**src/timer_pkg.sv**
```systemverilog
// shared widths, register map and timer word type; single hart, fixed 32-bit APB map only
`default_nettype none

package timer_pkg;

	// bus geometry, fixed by the memory map
	localparam int W_ADDR = 8;   // byte address into the timer block
	localparam int W_DATA = 32;  // APB data width
	localparam int W_TIME = 64;  // mtime / mtimecmp width per the privileged spec

	// register map, word aligned
	localparam logic [W_ADDR-1:0] ADDR_CTRL      = 8'h00;  // bit 0 = count enable
	localparam logic [W_ADDR-1:0] ADDR_MTIME     = 8'h08;  // mtime low word
	localparam logic [W_ADDR-1:0] ADDR_MTIMEH    = 8'h0c;  // mtime high word
	localparam logic [W_ADDR-1:0] ADDR_MTIMECMP  = 8'h10;  // mtimecmp low word
	localparam logic [W_ADDR-1:0] ADDR_MTIMECMPH = 8'h14;  // mtimecmp high word

	// counting runs straight out of reset
	localparam logic CTRL_EN_RESET = 1'b1;

	// two bus-sized halves, hi first so it lands in the upper bits
	typedef struct packed {
		logic [W_DATA-1:0] hi;  // bits 63:32
		logic [W_DATA-1:0] lo;  // bits 31:0
	} timer_half_t;

	// one 64-bit timer word seen two ways:
	// flat for the increment and the compare,
	// half for the 32-bit bus accesses
	typedef union packed {
		logic [W_TIME-1:0] flat;  // whole value, arithmetic view
		timer_half_t       half;  // split view, register access
	} timer_word_u;

endpackage

`default_nettype wire

```
**src/sync_1bit.sv**
```systemverilog
// two-flop synchronizer for one slow async level; input must be stable for >1 clk to be seen
`timescale 1ns/1ns
`default_nettype none

module sync_1bit (
	input  wire clk,
	input  wire rst_n,
	input  wire i,  // asynchronous to clk
	output wire o   // clk-domain copy, 2-3 edges late
);

	logic meta;  // first stage, may go metastable
	logic stab;  // second stage, settled

	always_ff @(posedge clk or negedge rst_n) begin
		if (!rst_n) begin
			meta <= 1'b0;
			stab <= 1'b0;
		end else begin
			meta <= i;
			stab <= meta;  // one full cycle to resolve
		end
	end

	assign o = stab;

	// downstream logic never sees X out of the chain once reset is gone
	a_no_x_out: assert property (@(posedge clk) disable iff (!rst_n) !$isunknown(o));

endmodule

`default_nettype wire

```
**src/tick_gen.sv**
```systemverilog
// tick_nrz edge detector; each tick_nrz level must last >= 3 clk or edges merge or drop
`timescale 1ns/1ns
`default_nettype none

module tick_gen (
	input  wire clk,
	input  wire rst_n,
	input  wire tick_nrz,  // external timebase, both edges count
	input  wire en,        // ctrl enable from the register block
	input  wire dbg_halt,  // debugger freezes the count
	output wire tick       // single-cycle count pulse
);

	logic tick_sync;  // tick_nrz in clk domain
	logic tick_prev;  // last synchronized level
	logic edge_seen;

	sync_1bit i_sync (
		.clk   (clk),
		.rst_n (rst_n),
		.i     (tick_nrz),
		.o     (tick_sync)
	);

	// level history for the edge compare
	always_ff @(posedge clk or negedge rst_n) begin
		if (!rst_n)
			tick_prev <= 1'b0;
		else
			tick_prev <= tick_sync;
	end

	assign edge_seen = tick_prev != tick_sync;  // rising or falling, either counts

	// edges that arrive while disabled or halted are dropped, not queued
	assign tick = edge_seen && en && !dbg_halt;

	// a held tick_nrz level gives at most one pulse per edge
	a_tick_single: assert property (@(posedge clk) disable iff (!rst_n) tick |=> !tick);

endmodule

`default_nettype wire

```
**src/timer_compare.sv**
```systemverilog
// mtimecmp register and registered compare; unsigned 64-bit test, irq lags inputs by one clk
`timescale 1ns/1ns
`default_nettype none

module timer_compare
	import timer_pkg::*;
(
	input  wire                clk,
	input  wire                rst_n,
	input  wire timer_word_u   mtime,     // live counter value
	input  wire                wr_lo,     // load low half of mtimecmp
	input  wire                wr_hi,     // load high half of mtimecmp
	input  wire [W_DATA-1:0]   wdata,     // bus write data
	output timer_word_u        mtimecmp,  // back to the read mux
	output logic               timer_irq  // level, stays up while mtime >= mtimecmp
);

	logic irq_nxt;

	// software usually writes the halves in sequence, so a spurious
	// irq may show between the two writes; standard RISC-V behaviour
	always_ff @(posedge clk or negedge rst_n) begin
		if (!rst_n) begin
			mtimecmp.flat <= '0;
		end else begin
			if (wr_lo)
				mtimecmp.half.lo <= wdata;
			if (wr_hi)
				mtimecmp.half.hi <= wdata;
		end
	end

	// full 64-bit unsigned compare, flat view
	assign irq_nxt = mtime.flat >= mtimecmp.flat;

	// registered to keep the wide comparator off the irq path
	always_ff @(posedge clk or negedge rst_n) begin
		if (!rst_n)
			timer_irq <= 1'b0;  // goes high 1 clk after reset, 0 >= 0
		else
			timer_irq <= irq_nxt;
	end

	// the decoder only ever hits one address per access
	a_one_half_wr: assert property (@(posedge clk) disable iff (!rst_n)
		!(wr_lo && wr_hi));

endmodule

`default_nettype wire

```
**src/riscv_timer.sv**
```systemverilog
// APB machine timer; no wait states, no byte strobes, one hart, unmapped access -> pslverr
`timescale 1ns/1ns
`default_nettype none

module riscv_timer
	import timer_pkg::*;
(
	input  wire               clk,
	input  wire               rst_n,

	// APB slave
	input  wire               psel,
	input  wire               penable,
	input  wire               pwrite,
	input  wire [W_ADDR-1:0]  paddr,
	input  wire [W_DATA-1:0]  pwdata,
	output logic [W_DATA-1:0] prdata,   // combinational from paddr
	output wire               pready,   // tied high
	output wire               pslverr,  // unmapped address

	input  wire               dbg_halt,  // freeze count while debugger holds the core
	input  wire               tick_nrz,  // async timebase, both edges count

	output wire               timer_irq
);

	logic        bus_access;  // access phase of any transfer
	logic        bus_write;   // access phase of a write

	// address decode
	logic        sel_ctrl;
	logic        sel_mtime;
	logic        sel_mtimeh;
	logic        sel_mtimecmp;
	logic        sel_mtimecmph;
	logic        addr_hit;    // any of the five mapped words

	logic        ctrl_en;     // count enable, ctrl bit 0
	logic        tick;        // one count step from tick_gen

	timer_word_u mtime;
	timer_word_u mtime_nxt;
	timer_word_u mtimecmp;    // owned by timer_compare

	// setup phase does nothing, everything happens in the access cycle
	assign bus_access = psel && penable;
	assign bus_write  = bus_access && pwrite;

	always_comb begin
		sel_ctrl      = 1'b0;
		sel_mtime     = 1'b0;
		sel_mtimeh    = 1'b0;
		sel_mtimecmp  = 1'b0;
		sel_mtimecmph = 1'b0;
		case (paddr)
			ADDR_CTRL:      sel_ctrl      = 1'b1;
			ADDR_MTIME:     sel_mtime     = 1'b1;
			ADDR_MTIMEH:    sel_mtimeh    = 1'b1;
			ADDR_MTIMECMP:  sel_mtimecmp  = 1'b1;
			ADDR_MTIMECMPH: sel_mtimecmph = 1'b1;
			default: ;  // hole in the map
		endcase
	end

	assign addr_hit = sel_ctrl || sel_mtime || sel_mtimeh || sel_mtimecmp || sel_mtimecmph;

	// no wait states, so the error is reported in the same access cycle
	assign pready  = 1'b1;
	assign pslverr = bus_access && !addr_hit;  // read or write alike

	// control register, only bit 0 is stored
	always_ff @(posedge clk or negedge rst_n) begin
		if (!rst_n)
			ctrl_en <= CTRL_EN_RESET;
		else if (bus_write && sel_ctrl)
			ctrl_en <= pwdata[0];  // upper bits ignored
	end

	// edge detect and gating of the external timebase
	tick_gen i_tick_gen (
		.clk      (clk),
		.rst_n    (rst_n),
		.tick_nrz (tick_nrz),
		.en       (ctrl_en),
		.dbg_halt (dbg_halt),
		.tick     (tick)
	);

	// increment first over all 64 bits, then let a bus write replace
	// its own half; the carry into the other half still goes through
	always_comb begin
		mtime_nxt.flat = mtime.flat + {{(W_TIME-1){1'b0}}, tick};
		if (bus_write && sel_mtime)
			mtime_nxt.half.lo = pwdata;
		if (bus_write && sel_mtimeh)
			mtime_nxt.half.hi = pwdata;
	end

	always_ff @(posedge clk or negedge rst_n) begin
		if (!rst_n)
			mtime.flat <= '0;
		else
			mtime <= mtime_nxt;
	end

	// comparator and irq register
	timer_compare i_timer_compare (
		.clk       (clk),
		.rst_n     (rst_n),
		.mtime     (mtime),
		.wr_lo     (bus_write && sel_mtimecmp),
		.wr_hi     (bus_write && sel_mtimecmph),
		.wdata     (pwdata),
		.mtimecmp  (mtimecmp),
		.timer_irq (timer_irq)
	);

	// read mux, no side effects on read
	always_comb begin
		prdata = '0;  // unmapped reads return zero
		if (sel_ctrl)
			prdata = {{(W_DATA-1){1'b0}}, ctrl_en};
		if (sel_mtime)
			prdata = mtime.half.lo;
		if (sel_mtimeh)
			prdata = mtime.half.hi;
		if (sel_mtimecmp)
			prdata = mtimecmp.half.lo;
		if (sel_mtimecmph)
			prdata = mtimecmp.half.hi;
	end

	// master must open every transfer with a setup phase
	a_penable_in_psel: assert property (@(posedge clk) disable iff (!rst_n)
		penable |-> psel);

endmodule

`default_nettype wire

```
**src/timer_subsys.sv**
```systemverilog
// timer top level; pready is constant high and tick_nrz may be fully asynchronous to clk
`timescale 1ns/1ns
`default_nettype none

module timer_subsys
	import timer_pkg::*;
(
	input  wire               clk,
	input  wire               rst_n,

	// APB slave port
	input  wire               psel,
	input  wire               penable,
	input  wire               pwrite,
	input  wire [W_ADDR-1:0]  paddr,
	input  wire [W_DATA-1:0]  pwdata,
	output wire [W_DATA-1:0]  prdata,
	output wire               pready,
	output wire               pslverr,

	input  wire               dbg_halt,  // from the debug module
	input  wire               tick_nrz,  // external timebase
	output wire               timer_irq  // to the core's MTIP
);

	riscv_timer i_timer (
		.clk       (clk),
		.rst_n     (rst_n),
		.psel      (psel),
		.penable   (penable),
		.pwrite    (pwrite),
		.paddr     (paddr),
		.pwdata    (pwdata),
		.prdata    (prdata),
		.pready    (pready),
		.pslverr   (pslverr),
		.dbg_halt  (dbg_halt),
		.tick_nrz  (tick_nrz),
		.timer_irq (timer_irq)
	);

endmodule

`default_nettype wire

```
**config.mk**
```make
export PLATFORM = sky130hd
export DESIGN_NAME = timer_subsys
export DESIGN_NICKNAME = d
export VERILOG_FILES = /design/src/timer_pkg.sv /design/src/sync_1bit.sv /design/src/tick_gen.sv /design/src/timer_compare.sv /design/src/riscv_timer.sv /design/src/timer_subsys.sv
export SDC_FILE = /design/constraint.sdc
export NUM_CORES = 1
export LEC_CHECK = 0
export ABC_AREA = 1
export BUFFER_PORTS_ARGS = -buffer_cell sky130_fd_sc_hd__buf_2
export CAP_MARGIN = 0
export CORE_MARGIN = 5
export CORE_UTILIZATION = 50
export DETAILED_ROUTE_END_ITERATION = 12
export GPL_TIMING_DRIVEN = 0
export HOLD_SLACK_MARGIN = 0.02
export PLACE_DENSITY = 0.69
export SYNTH_ARGS = -nofsm -noshare
export SYNTH_HDL_FRONTEND = slang
export SYNTH_SLANG_ARGS = --single-unit
```
**constraint.sdc**
```tcl
create_clock -name clk -period 4.3 [get_ports clk]
set_input_delay 0.215 -clock clk [delete_from_list [all_inputs] [get_ports clk]]
set_output_delay 0.215 -clock clk [all_outputs]
set_load 0.05 [all_outputs]
```
======== After elaboration in Yosys (flattened, before gate mapping) ========
Index checks and enable logic that the tools add are counted.
word-level totals
  word-level logic and storage cells ...... 44
  output and inout bits ................... 35
  register bits after elaboration ......... 133
cells by class
  order comparisons ....................... 1
  multiplexer cells ....................... 12
  eq/ne operators ......................... 5
  add/sub/neg operators ................... 1
  reductions and logical operators ........ 17
operators by type and width
  cell                                            number
  two-way mux 32 bit                              6
  adder 64 x 1 -> 64 bit                          1
  >= comparator 64 bit                            1
  == test 8 x 4 -> 1 bit (second input constant)  2
  == test 8 x 5 -> 1 bit (second input constant)  2
  logical AND 1 bit                               10
  zero test 8 bit                                 1
  two-way mux 1 bit                               6
  logical OR 1 bit                                4
  zero test 1 bit                                 2
  != test 1 bit                                   1

======== Longest topological paths before layout ========
Gate-level depths: netlist of run 1.
  word-level depth ........................ 8
  gate-level depth with buffers ........... 15

======== By module ========
Synthesis of run 1 repeated with hierarchy kept, for this count alone.
second synthesis, totals
  cell total of the unflattened synthesis .. 1395
  area total of the unflattened synthesis .. 9422.8 um^2
by module, submodules not included
  module         cells an instance  area each (um^2)  seq. area each (um^2)  times used
  riscv_timer    899                5371.4            1627.8                 1
  timer_compare  485                3943.8            1626.6                 1
  tick_gen       9                  57.6              25.0                   1
  sync_1bit      2                  50.0              50.0                   1

======== Least setup slack after synthesis of run 1 ========
Ideal clock, no wire load.
  path type ............................... input port to output port
  start ................................... input port paddr[7]
  end ..................................... output port pslverr
  path buffers ............................ 1
  arrival time ............................ 2.297 ns
  stages on the path ...................... 7
  setup slack ............................. 1.788 ns
  data required time ...................... 4.085 ns
  cells stage by stage .................... inv_1 -> nand4_1 -> inv_1 -> nand2_1 -> inv_1 -> buf_2 -> nor4_1
on the way
  word-level cells in the longest chain between the ends .. 8
ends and longest elaborated chain
  what                                                              line                source
  from (decl)                                                       timer_subsys.sv:15  input wire [W_ADDR-1:0] paddr,
  == test 8 x 4 -> 1 bit / zero test 8 bit (equally long branches)  riscv_timer.sv:55   case (paddr)
  two-way mux 1 bit                                                 riscv_timer.sv:55
  logical OR 1 bit (3 in a row)                                     riscv_timer.sv:65   assign addr_hit = sel_ctrl || sel_mtime || sel_mtimeh || sel_mtimecmp || sel_mtimecmph;
  logical OR 1 bit *                                                riscv_timer.sv:65
  zero test 1 bit *                                                 riscv_timer.sv:69   assign pslverr = bus_access && !addr_hit;
  logical AND 1 bit *                                               riscv_timer.sv:69
  to (decl)                                                         timer_subsys.sv:19  output wire pslverr,
Mark *: on every way between the ends. The rest lies on a longest branch, timed or not.

==> results.md, run 1 <==
* CTS Root Cell: clkbuf_16
* Via count at 9687
* WP depth at 13
* DRT iter0 DRCs at 1005
* Grt ovf at 0
* WHS Endpoint: i_timer.mtime[23]
* Async S/R FF share, synth at 100.0%
* Nets at 1593
* F_max at 0.3519 GHz
* Worst Setup End Kind: flop
* Die area at 21880 µm²
* CP max stage cell: dfstp_2
* Critical-path cell list: o21ai_0 > a211oi_1 > ha_1 > ha_1 > inv_1 > nor2_8 > nand3_4 > nor2_4 > nand3_1 > nor2_1 > nand2_1 > nand3_1 > nand2_1
* CTS Buffer Depth at 2
* Most common cell after layout, fill and taps aside: nand2_1
* Crit Path Class: reg2reg
* Min-delay src: pwdata[23]
* Wire per inst at 21.05 µm
* Proportion of layout cells with a drive suffix above 1 at 12.53%
* Worst Path Max Fanout at 7
* Drt drc at 0
* Status: completed
* Largest family of logic cells by synthesized area: simple AND/OR/NAND/NOR gates
* Final period utilization at 66.08%
* CTS tree: done
* Pre-CTS WS at 1.512 ns
* Clock buffer count from CTS at 17
* Synth cell types at 43
* Initial antenna violation count at 0
* Max-slew headroom at 35.42%
* Commonest cells after routing, fill and taps aside: 470 x nand2_1, 161 x inv_1, 132 x dfrtp_1
* CP required at 4.62 ns
* First-pass GRT wire length at 54980 µm
* Worst R2R Setup Slack at 1.46 ns
* Startpoint Class: flop
* Leak pwr at 5.125 nW
* Placeable Area at 18710 µm²
* Reg2reg end: i_timer.mtime[54]
* Primary FF master, synth: dfrtp_1
* Finished layout cell area at 11020 µm²
* Post-synthesis adder-cell area fraction at 8.681%
* Postcts setup bufs at 0
* Mapped Avg Cell Area at 6.964 µm²
* Pre-Repair DR Iteration Count at 7
* Dpl cell area at 10260 µm²
* Initial Utilization at 50.86%
* Count of final hold-check violations at 0
* R2r startpoint: i_timer.ctrl_en
* IO Pins at 82
* CP Buf/Inv Count at 1
* WP data arrival at 3.16 ns
* Setup TNS at 0 ns
* Largest net degree at the start of global routing at 69
* Fin crit period at 2.841 ns
* CTS Sinks at 133
* RSZ-0062 raised after global routing: false
* Worst Setup SP: i_timer.ctrl_en
* Cell family with most CP delay: simple AND/OR/NAND/NOR gates
* Simple-gate portion of the synthesized area at 32.50%
* Post-layout power at 3.187 mW
* Post-cts gate resize count at 0
* Post-Synth XOR/XNOR Area at 3.407%
* Yosys reg bits at 133
* Vias per inst at 5.609
* Peak supply drop at 0.2830 mV
* Number of global-route vias before repair at 9400
* Post-synth EDFFs at 0
* Area Growth Syn to Fin at 15.88%
* H-tree Lvls at 4
* Skew final at 0.009709 ns
* Gr usage total at 33.39%
* PortBufs at 80
* Worst skew pair latency at 0.44 ns
* ANT nets after route at 0
* Mux contribution to synthesized area at 0%
* DRT Wirelength at 36350 µm
* Pwr per Cell Area at 289.1 nW/µm²
* Register area share after synthesis at 35.00%
* Final setup violation count at 0
* Hold-fix buffers, CTS at 13
* Clock transition at the registers of the reported paths at 0.06 ns
* Critical Path Max Stage Delay at 0.54 ns
* HP Class: in2reg
* Die Ht at 147.9 µm
* Post-Syn Area at 9513 µm²
* Ant. Diodes at 0
* DP HPWL at 28350 µm
* Maxcap violations at 0
* Fin. max-slew vios at 0
* Net Count, Synth at 1479
* Compound-Gate Fraction of Synth Area at 11.89%
* Worst Tran Pin Value at 0.9687 ns
* Cell row count at 50
* Setup WS post-layout at 1.459 ns
* WHS Path Cells at 3
* Yosys Warn Count at 0
* Cell count after synthesis at 1366
* Routability Congestion at 1.016
* Worst-case reg-to-reg path depth at 13
* Die X at 147.9 µm
## cell usage after synthesis (6+ instances only)
master     number  area, µm²
xnor2_1        20      175.2
o21ai_0        65      325.3
o21ai_1        58      290.3
nand4_1        19      118.9
nand3_1        50      250.2
nor2_1        131      491.7
xor2_1         17      148.9
o2111ai_1      25      219.0
nor3_2          6      60.06
nor3_1          7      35.03
nor2_4         11      123.9
nand2_1       470       1764
a21oi_1        41      205.2
ha_1           66      825.8
buf_2          26      130.1
inv_1         161      604.3
dfrtp_1       132       3303
nand2_2         9      56.30
## final cells by class
type,instances,area [µm²]
fill,1847,7682
buffer,35,183.9
timing repair buffer,95,575.6
inverter,166,623.1
sequential,133,3329
clock buffer,19,442.9
clock inverter,13,193.9
multi-input combinational,1032,5381
tap,234,292.8
## metrics by stage
step	util [%]	hold slack, ns	std cells
6_report	58.93	0.02007	1727
5_1_grt	58.93	0.02726	1727
4_1_cts	58.93	0.02268	1727
3_5_place_dp	54.83	0.2489	1682
3_3_place_gp	54.56	0.3244	1680
2_1_floorplan	-	-0.08059	1366
## cell families after synthesis
family,count (synthesis)
xor gates and xnor gates,37
adders and majority gates,66
other,1
buffers and inverters,201
and+or+nand+nor,726
DFF,133
AOI/OAI and AO/OA,202
## where the power goes
| group | internal (mW) | total (mW) | switching [mW] |
|---|---|---|---|
| Clock | 0.995 | 1.62 | 0.623 |
| Sequential | 1.28 | 1.31 | 0.0303 |
| Combinational | 0.0870 | 0.263 | 0.176 |
| Total | 2.36 | 3.19 | 0.829 |
## flip-flops by register name (all words and copies together), names as in the netlist
| signal | flops |
|---|---|
| i_timer.i_timer_compare.mtimecmp | 64 |
| i_timer.mtime | 64 |
| i_timer.ctrl_en | 1 |
| i_timer.i_tick_gen.i_sync.meta | 1 |
| i_timer.i_tick_gen.i_sync.o | 1 |
| i_timer.i_tick_gen.tick_prev | 1 |
| i_timer.i_timer_compare.timer_irq | 1 |
## worst reg2reg max path, cell delays in order, from the launching register on
cell,delay (ns)
dfstp_2,0.54
o21ai_0,0.08
a211oi_1,0.23
ha_1,0.29
ha_1,0.26
inv_1,0.13
nor2_8,0.19
nand3_4,0.13
nor2_4,0.22
nand3_1,0.30
nor2_1,0.17
nand2_1,0.07
nand3_1,0.08
nand2_1,0.05
## worst max path at each step
stage / endpoint
2_1_floorplan: pslverr
4_1_cts: i_timer.mtime[54]
3_3_place_gp: i_timer.i_timer_compare.mtimecmp[52]
5_1_grt: i_timer.mtime[42]
3_5_place_dp: i_timer.mtime[54]
6_report: i_timer.mtime[54]
## per-layer routing
metal | track usage (%) | part of all wire (%) | up-vias | routed length [µm]
li1 | - | - | 4618 | -
met2 | 51.64 | 44 | 403 | 16070
met3 | 6.990 | 7.7 | 80 | 2786
met5 | 0 | 0 | - | 0
met1 | 46.59 | 45 | 4586 | 16250
met4 | 11.87 | 3.4 | 0 | 1250
Note: power is estimated with default switching activity, not from simulation.
==> run 2: changes to the inputs <==
ABC_AREA = 0   (was 1)
PLACE_DENSITY = 0.72   (was 0.69)
clock period = 2.6 ns   (was 4.3 ns; I/O delays follow)
==> run 2 against run 1 <==
  * The run now ends with negative setup slack left
  * Power rose by 64%
  * Fmax up 6.2%
  * Routed wire length fell by 28%
  * Worst setup slack got worse by 1.5 ns
  * Utilization up 4.1 points
==> results.md, run 2 <==
* Synth top area share at 38.77% (+4.0 points)
* Finished layout cell area at 10500 µm² (-4.8%)
* Peak supply drop at 0.4550 mV (+61%)
* Clock transition at the registers of the reported paths at 0.06 ns (about the same)
* Drt drc at 0 (unchanged)
* Final Core Density at 63.06% (+4.1 points)
* Crit Path Class: reg2reg
* H-tree Lvls at 4 (unchanged)
* Yosys Warn Count at 0 (unchanged)
* CTS tree: done
* Maxcap violations at 0 (unchanged)
* CP max stage cell: nor4_4
* IO Pins at 82 (unchanged)
* Fin. max-slew vios at 0 (unchanged)
* Final setup violation count at 8 (+8)
* Startpoint Class: flop
* Number of global-route vias before repair at 7742 (-18%)
* CP required at 2.91 ns (-1.71 ns)
* Nets at 1222 (-23%)
* Primary FF master, synth: dfrtp_1
* CTS Sinks at 133 (unchanged)
* Final period utilization at 102.9% (+37 points)
* HP Class: in2reg
* Most common cell after layout, fill and taps aside: dfrtp_1
* Routability Congestion at 0.9235 (-9.1%)
* Grt ovf at 0 (unchanged)
* Yosys top cell by area: dfrtp_1
* DRT Wirelength at 26210 µm (-28%)
* Fill cells at 1389 (-25%)
* Mapped Avg Cell Area at 8.856 µm² (+27%)
* Worst Path Max Fanout at 5 (-2)
* Area Growth Syn to Fin at 23.19%
* Synth area leaders: dfrtp_1 39%, ha_1 9.7%, nand2_1 5.7%
* Setup TNS at -0.3722 ns (-0.3722 ns)
* Ant. Diodes at 0 (unchanged)
* Synth cell types at 52 (+21%)
* Die X at 140.5 µm (-5.0%)
* Post-synth EDFFs at 0 (unchanged)
* CTS Buffer Depth at 2 (unchanged)
* Initial antenna violation count at 0 (unchanged)
* Post-Syn Area at 8519 µm² (-10%)
* Gr usage total at 26.68% (-6.7 points)
* Dpl cell area at 9224 µm² (-10%)
* Cell row count at 47 (-6.0%)
* WP data arrival at 2.98 ns (-0.18 ns)
* Vias per inst at 5.990 (+6.8%)
* Critical Path Max Stage Delay at 0.44 ns (-0.10 ns)
* Failing checks: negative setup slack
* Fin crit period at 2.677 ns (-0.1647 ns)
* Worst Tran Pin Value at 1.156 ns (+0.1878 ns)
* Critical-path cell list: xnor2_1 > nor3b_2 > ha_2 > nand4_1 > nor4_4 > buf_4 > nand4_4 > buf_8 > nor4_4 > xnor2_1 > o21ai_1
* RSZ-0062 raised after global routing: true
* Yosys reg bits at 133 (unchanged)
* Status: complete, but fails checks
* ANT nets after route at 0 (unchanged)
* First-pass GRT wire length at 41860 µm (-24%)
* Setup WS post-layout at -0.07662 ns (-1.535 ns)
* Worst Setup End Kind: flop
* Min Hold Slack at 0.1028 ns (+0.08270 ns)
* Largest net degree at the start of global routing at 68 (-1.4%)
* Pwr per Cell Area at 498.9 nW/µm² (+73%)
* Leak pwr at 5.332 nW (+4.0%)
* Cell with the most instances after synthesis: dfrtp_1
* Cell count after synthesis at 962 (-30%)
* Clock buffer count from CTS at 17 (unchanged)
* Wire per inst at 19.53 µm (-7.2%)
* Worst skew pair latency at 0.43 ns (about the same)
* Commonest cells post-synth: 132 x dfrtp_1, 129 x nand2_1, 96 x o21ai_0, 86 x a21oi_1, 68 x inv_1
* Net Count, Synth at 1075 (-27%)
* Via count at 8039 (-17%)
* Pre-Repair DR Iteration Count at 5 (-2)
* PortBufs at 79 (-1.3%)
* Skew final at 0.008955 ns (-0.0007538 ns)
* Count of final hold-check violations at 0 (unchanged)
* DP HPWL at 18650 µm (-34%)
* Register area share after synthesis at 39.08% (+4.1 points)
* Pre-CTS WS at -0.4247 ns (-1.937 ns)
* Biggest regs: i_timer.i_timer_compare.mtimecmp x64, i_timer.mtime x64
* Commonest cells after routing, fill and taps aside: 132 x dfrtp_1, 129 x nand2_1, 87 x buf_2
* CTS Root Cell: clkbuf_16
* Max-slew headroom at 22.62% (-13 points)
* F_max at 0.3736 GHz (+6.2%)
* Initial Utilization at 51.19% (+0.34 points)
* DRT iter0 DRCs at 840 (-16%)
* Proportion of layout cells with a drive suffix above 1 at 16.04% (+3.5 points)
* Placeable Area at 16640 µm² (-11%)
* Die Ht at 140.5 µm (-5.0%)
* Async S/R FF share, synth at 100.0% (unchanged)
* Die area at 19750 µm² (-9.8%)
-- run 2: cell count changes after synthesis, moves of 31 or more --
cell	before	now
a21oi_1	41	86
inv_1	161	68
nand2_1	470	129
mux2i_1	0	31
a221oi_1	0	32
nor2_1	131	42
o21ai_0	65	96
o21ai_1	58	5
-- run 2: per-layer routing --
metal | track usage [%] | share of wire, % | vias up
li1 | - | - | 3719
met1 | 37.74 | 43 | 3880
met2 | 41.68 | 45 | 383
met3 | 4.635 | 8.8 | 57
met4 | 8.720 | 2.8 | 0
met5 | 0 | 0 | -
-- run 2: logic make-up (layout without fill, tap and decap cells) --
family          Yosys count  in the layout  synth area share (%)
compound gates          241            241                 16.26
xor+xnor                 63             63                 6.477
fa+ha+maj                66             66                 9.693
buf+inv                 113            273                 5.155
flops                   133            133                 39.08
mux                      37             37                 4.435
other cells               1              1               0.04402
simple gates            308            308                 18.86
-- run 2: layout make-up --
type                       instances  area (µm²)  area share, %
buffer                            45       191.4          1.824
clock buffer                      20       456.7          4.351
clock inverter                    12       201.4          1.919
inverter                          68       255.2          2.432
multi-input combinational        716        4891          46.60
sequential                       133        3329          31.72
tap                              220       275.3          2.623
timing repair buffer             128       894.6          8.524
-- run 2: repair_timing --
item,in CTS,in global routing
pin swaps,3,12
hold buffers,34,0
resized for setup,10,36
buffers inserted,5,9
setup endpoints to repair,48,38
endpoints found under the hold margin,188,0
-- run 2: per-stage QoR --
step | std cells | power (mW)
3_5_place_dp | 1262 | 2.514
5_1_grt | 1342 | 5.385
3_3_place_gp | 1261 | 2.502
2_1_floorplan | 962 | 2.346
4_1_cts | 1333 | 5.234
6_report | 1342 | 5.236
-- run 2: worst max-delay path, delay by kind of cell (launching register included) --
family                   cells  cell delay (ns)
XOR/XNOR                     2             0.31
buffers and inverters        2             0.38
flip-flops                   1             0.39
adder cells (fa/ha/maj)      1             0.25
AO/OA/AOI/OAI                1             0.07
AND/OR/NAND/NOR              5             1.15
-- run 2: final timing paths --
kind                                                 from                                    to  slack (ns)  cells after the start
min                                              paddr[4]                       i_timer.ctrl_en        0.10                      4
max                           i_timer.i_tick_gen.i_sync.o                     i_timer.mtime[57]       -0.08                     11
max in group asynchronous                           rst_n  i_timer.i_timer_compare.mtimecmp[49]        1.57                      3
min reg2reg                i_timer.i_tick_gen.i_sync.meta           i_timer.i_tick_gen.i_sync.o        0.35                      0
max reg2reg                   i_timer.i_tick_gen.i_sync.o                     i_timer.mtime[57]       -0.08                     11
min in group asynchronous                           rst_n                      i_timer.mtime[0]        0.26                      2
-- run 2: report_power, final --
group / switching, mW / total, mW / internal (mW)
clock network: 0.961 / 2.71 / 1.75
registers: 0.0532 / 2.18 / 2.12
logic: 0.204 / 0.348 / 0.144
total: 1.22 / 5.24 / 4.02
==> run 3: changes to the inputs <==
SKIP_LAST_GASP = 1   (was unset)
==> run 3 against run 2 <==
  * The run still ends with negative setup slack left
  * Via count barely moved
  * Combinational power is essentially flat
  * Sequential share of layout area unchanged
  * Global-route usage is the same
  * Critical path type unchanged
  * Highest routed layer unchanged
==> results.md, run 3 (synthesis gave the netlist of run 2 again) <==
* Setup TNS at -0.2944 ns (+0.07782 ns)
* Area Growth Syn to Fin at 23.19% (unchanged)
* CP required at 2.91 ns (about the same)
* Startpoint Class: flop
* Status: complete, but fails checks
* Flop pwr share at 41.5% (about the same)
* Worst Path Max Fanout at 5 (unchanged)
* Gr usage total at 26.68% (unchanged)
* Failing checks: negative setup slack
* Largest net degree at the start of global routing at 68 (unchanged)
* WP data arrival at 2.98 ns (about the same)
* Setup WS post-layout at -0.06734 ns (+0.009284 ns)
* Biggest regs: i_timer.i_timer_compare.mtimecmp x64, i_timer.mtime x64
* DP HPWL at 18650 µm (unchanged)
* PortBufs at 79 (unchanged)
* Final setup violation count at 8 (unchanged)
* Placeable Area at 16640 µm² (unchanged)
* Pint at 4.017 mW (about the same)
* Number of global-route vias before repair at 7742 (unchanged)
* First-pass GRT wire length at 41860 µm (unchanged)
* Pre-Repair DR Iteration Count at 5 (unchanged)
* Count of final hold-check violations at 0 (unchanged)
* Grt ovf at 0 (unchanged)
* Die X at 140.5 µm (unchanged)
* Commonest cells after routing, fill and taps aside: 132 x dfrtp_1, 129 x nand2_1, 87 x buf_2, 87 x o21ai_0, 86 x a21oi_1
* Initial antenna violation count at 0 (unchanged)
* Fin crit period at 2.667 ns (-0.009284 ns)
* Sw power at 1.222 mW (+0.32%)
* Die Ht at 140.5 µm (unchanged)
* CTS tree: done
* CTS Sinks at 133 (unchanged)
* Pwr per Cell Area at 499.2 nW/µm² (about the same)
* Cell row count at 47 (unchanged)
* Worst skew pair latency at 0.44 ns (about the same)
* HP Class: in2reg
* Fin. max-slew vios at 0 (unchanged)
* H-tree Lvls at 4 (unchanged)
* Worst Tran Pin Value at 1.135 ns (-0.02115 ns)
* Maxcap violations at 0 (unchanged)
* Vias per inst at 5.985 (about the same)
* Clock transition at the registers of the reported paths at 0.06 ns (about the same)
* Most common cell after layout, fill and taps aside: dfrtp_1
* DRT Wirelength at 26240 µm (about the same)
* Max-slew headroom at 24.03% (+1.4 points)
* Area occupied by multi-input gates at 4891 µm² (unchanged)
* RSZ-0062 raised after global routing: true
* Die area at 19750 µm² (unchanged)
* Drt drc at 0 (unchanged)
* Net Sw Frac at 23.32% (+0.058 points)
* IO Pins at 82 (unchanged)
* Storage cell area at 3329 µm² (unchanged)
* F_max at 0.3749 GHz (+0.35%)
* Peak supply drop at 0.4612 mV (+1.4%)
* Final Core Density at 63.06% (unchanged)
* Fill cells at 1389 (unchanged)
* Clock buffer count from CTS at 17 (unchanged)
* Worst Setup End Kind: flop
* Nets at 1222 (unchanged)
* Skew final at 0.009441 ns (+0.0004860 ns)
* Crit Path Class: reg2reg
* Clk pwr share at 51.9% (about the same)
* ANT nets after route at 0 (unchanged)
* Leak pwr at 5.332 nW (about the same)
* CTS Root Cell: clkbuf_16
* Routability Congestion at 0.9235 (unchanged)
* Initial Utilization at 51.19% (unchanged)
* Via count at 8032 (-0.087%)
* Ant. Diodes at 0 (unchanged)
* Proportion of layout cells with a drive suffix above 1 at 16.04% (unchanged)
* DRT iter0 DRCs at 855 (+1.8%)
* Combinational share of power at 6.6% (about the same)
* Final period utilization at 102.6% (-0.36 points)
* Wire per inst at 19.55 µm (about the same)
* CTS Buffer Depth at 2 (unchanged)
-- run 3: final timing paths --
path	startpoint	depth (start not counted)	slack (ns)	to
max	i_timer.i_tick_gen.i_sync.o	11	-0.07	i_timer.mtime[57]
max reg2reg	i_timer.i_tick_gen.i_sync.o	11	-0.07	i_timer.mtime[57]
min	paddr[4]	4	0.1	i_timer.ctrl_en
min reg2reg	i_timer.i_tick_gen.i_sync.meta	0	0.35	i_timer.i_tick_gen.i_sync.o
min in group asynchronous	rst_n	2	0.26	i_timer.mtime[0]
max in group asynchronous	rst_n	3	1.57	i_timer.i_timer_compare.mtimecmp[49]
-- run 3: routing by layer --
metal | GRT usage [%] | routed length, µm
met1 | 37.74 | 11360
met2 | 41.68 | 11960
met3 | 4.635 | 2188
met4 | 8.720 | 730
met5 | 0 | 0
-- run 3: power groups by stage --
stage | sequential [mW] | clock [mW] | combinational, mW
after detailed placement | 2.21 | 0 | 0.304
after global placement | 2.21 | 0 | 0.293
final | 2.18 | 2.72 | 0.347
after global routing | 2.18 | 2.82 | 0.388
after CTS | 2.17 | 2.71 | 0.347
after floorplan | 2.20 | 0 | 0.150
-- run 3: timing repair --
| action | in CTS | in global routing |
|---|---|---|
| hold endpoints to repair | 188 | 0 |
| buffers inserted | 5 | 9 |
| gates cloned | 0 | 0 |
| resized for setup | 10 | 35 |
| pin swaps | 3 | 12 |
| hold buffers | 34 | 0 |
| endpoints found under the setup margin | 48 | 38 |
-- run 3: critical path, cell delays in order (launching register included) --
cell	delay [ns]
dfrtp_1	0.39
xnor2_1	0.14
nor3b_2	0.16
ha_2	0.25
nand4_1	0.25
nor4_4	0.43
buf_4	0.19
nand4_4	0.13
buf_8	0.19
nor4_4	0.16
xnor2_1	0.17
o21ai_1	0.07
-- run 3: area by class of cell --
type	instances	share of cell area, %
buffer	45	1.824
inverter	68	2.432
clock buffer	20	4.351
tap	220	2.623
multi-input combinational	716	46.60
sequential	133	31.72
clock inverter	12	1.919
timing repair buffer	128	8.524
-- run 3: metrics by stage --
step | total power, mW | cells | setup WS (ns) | instance area (µm²) | hold WS, ns
global route | 5.385 | 1342 | -0.2141 | 10500 | 0.1247
detailed placement | 2.514 | 1262 | -0.4247 | 9224 | 0.1797
CTS | 5.234 | 1333 | 0.01456 | 10300 | 0.1044
floorplan | 2.346 | 962 | 0.2146 | 8519 | -0.1656
finish | 5.239 | 1342 | -0.06734 | 10500 | 0.09892
global placement | 2.502 | 1261 | -0.5109 | 9190 | 0.2399
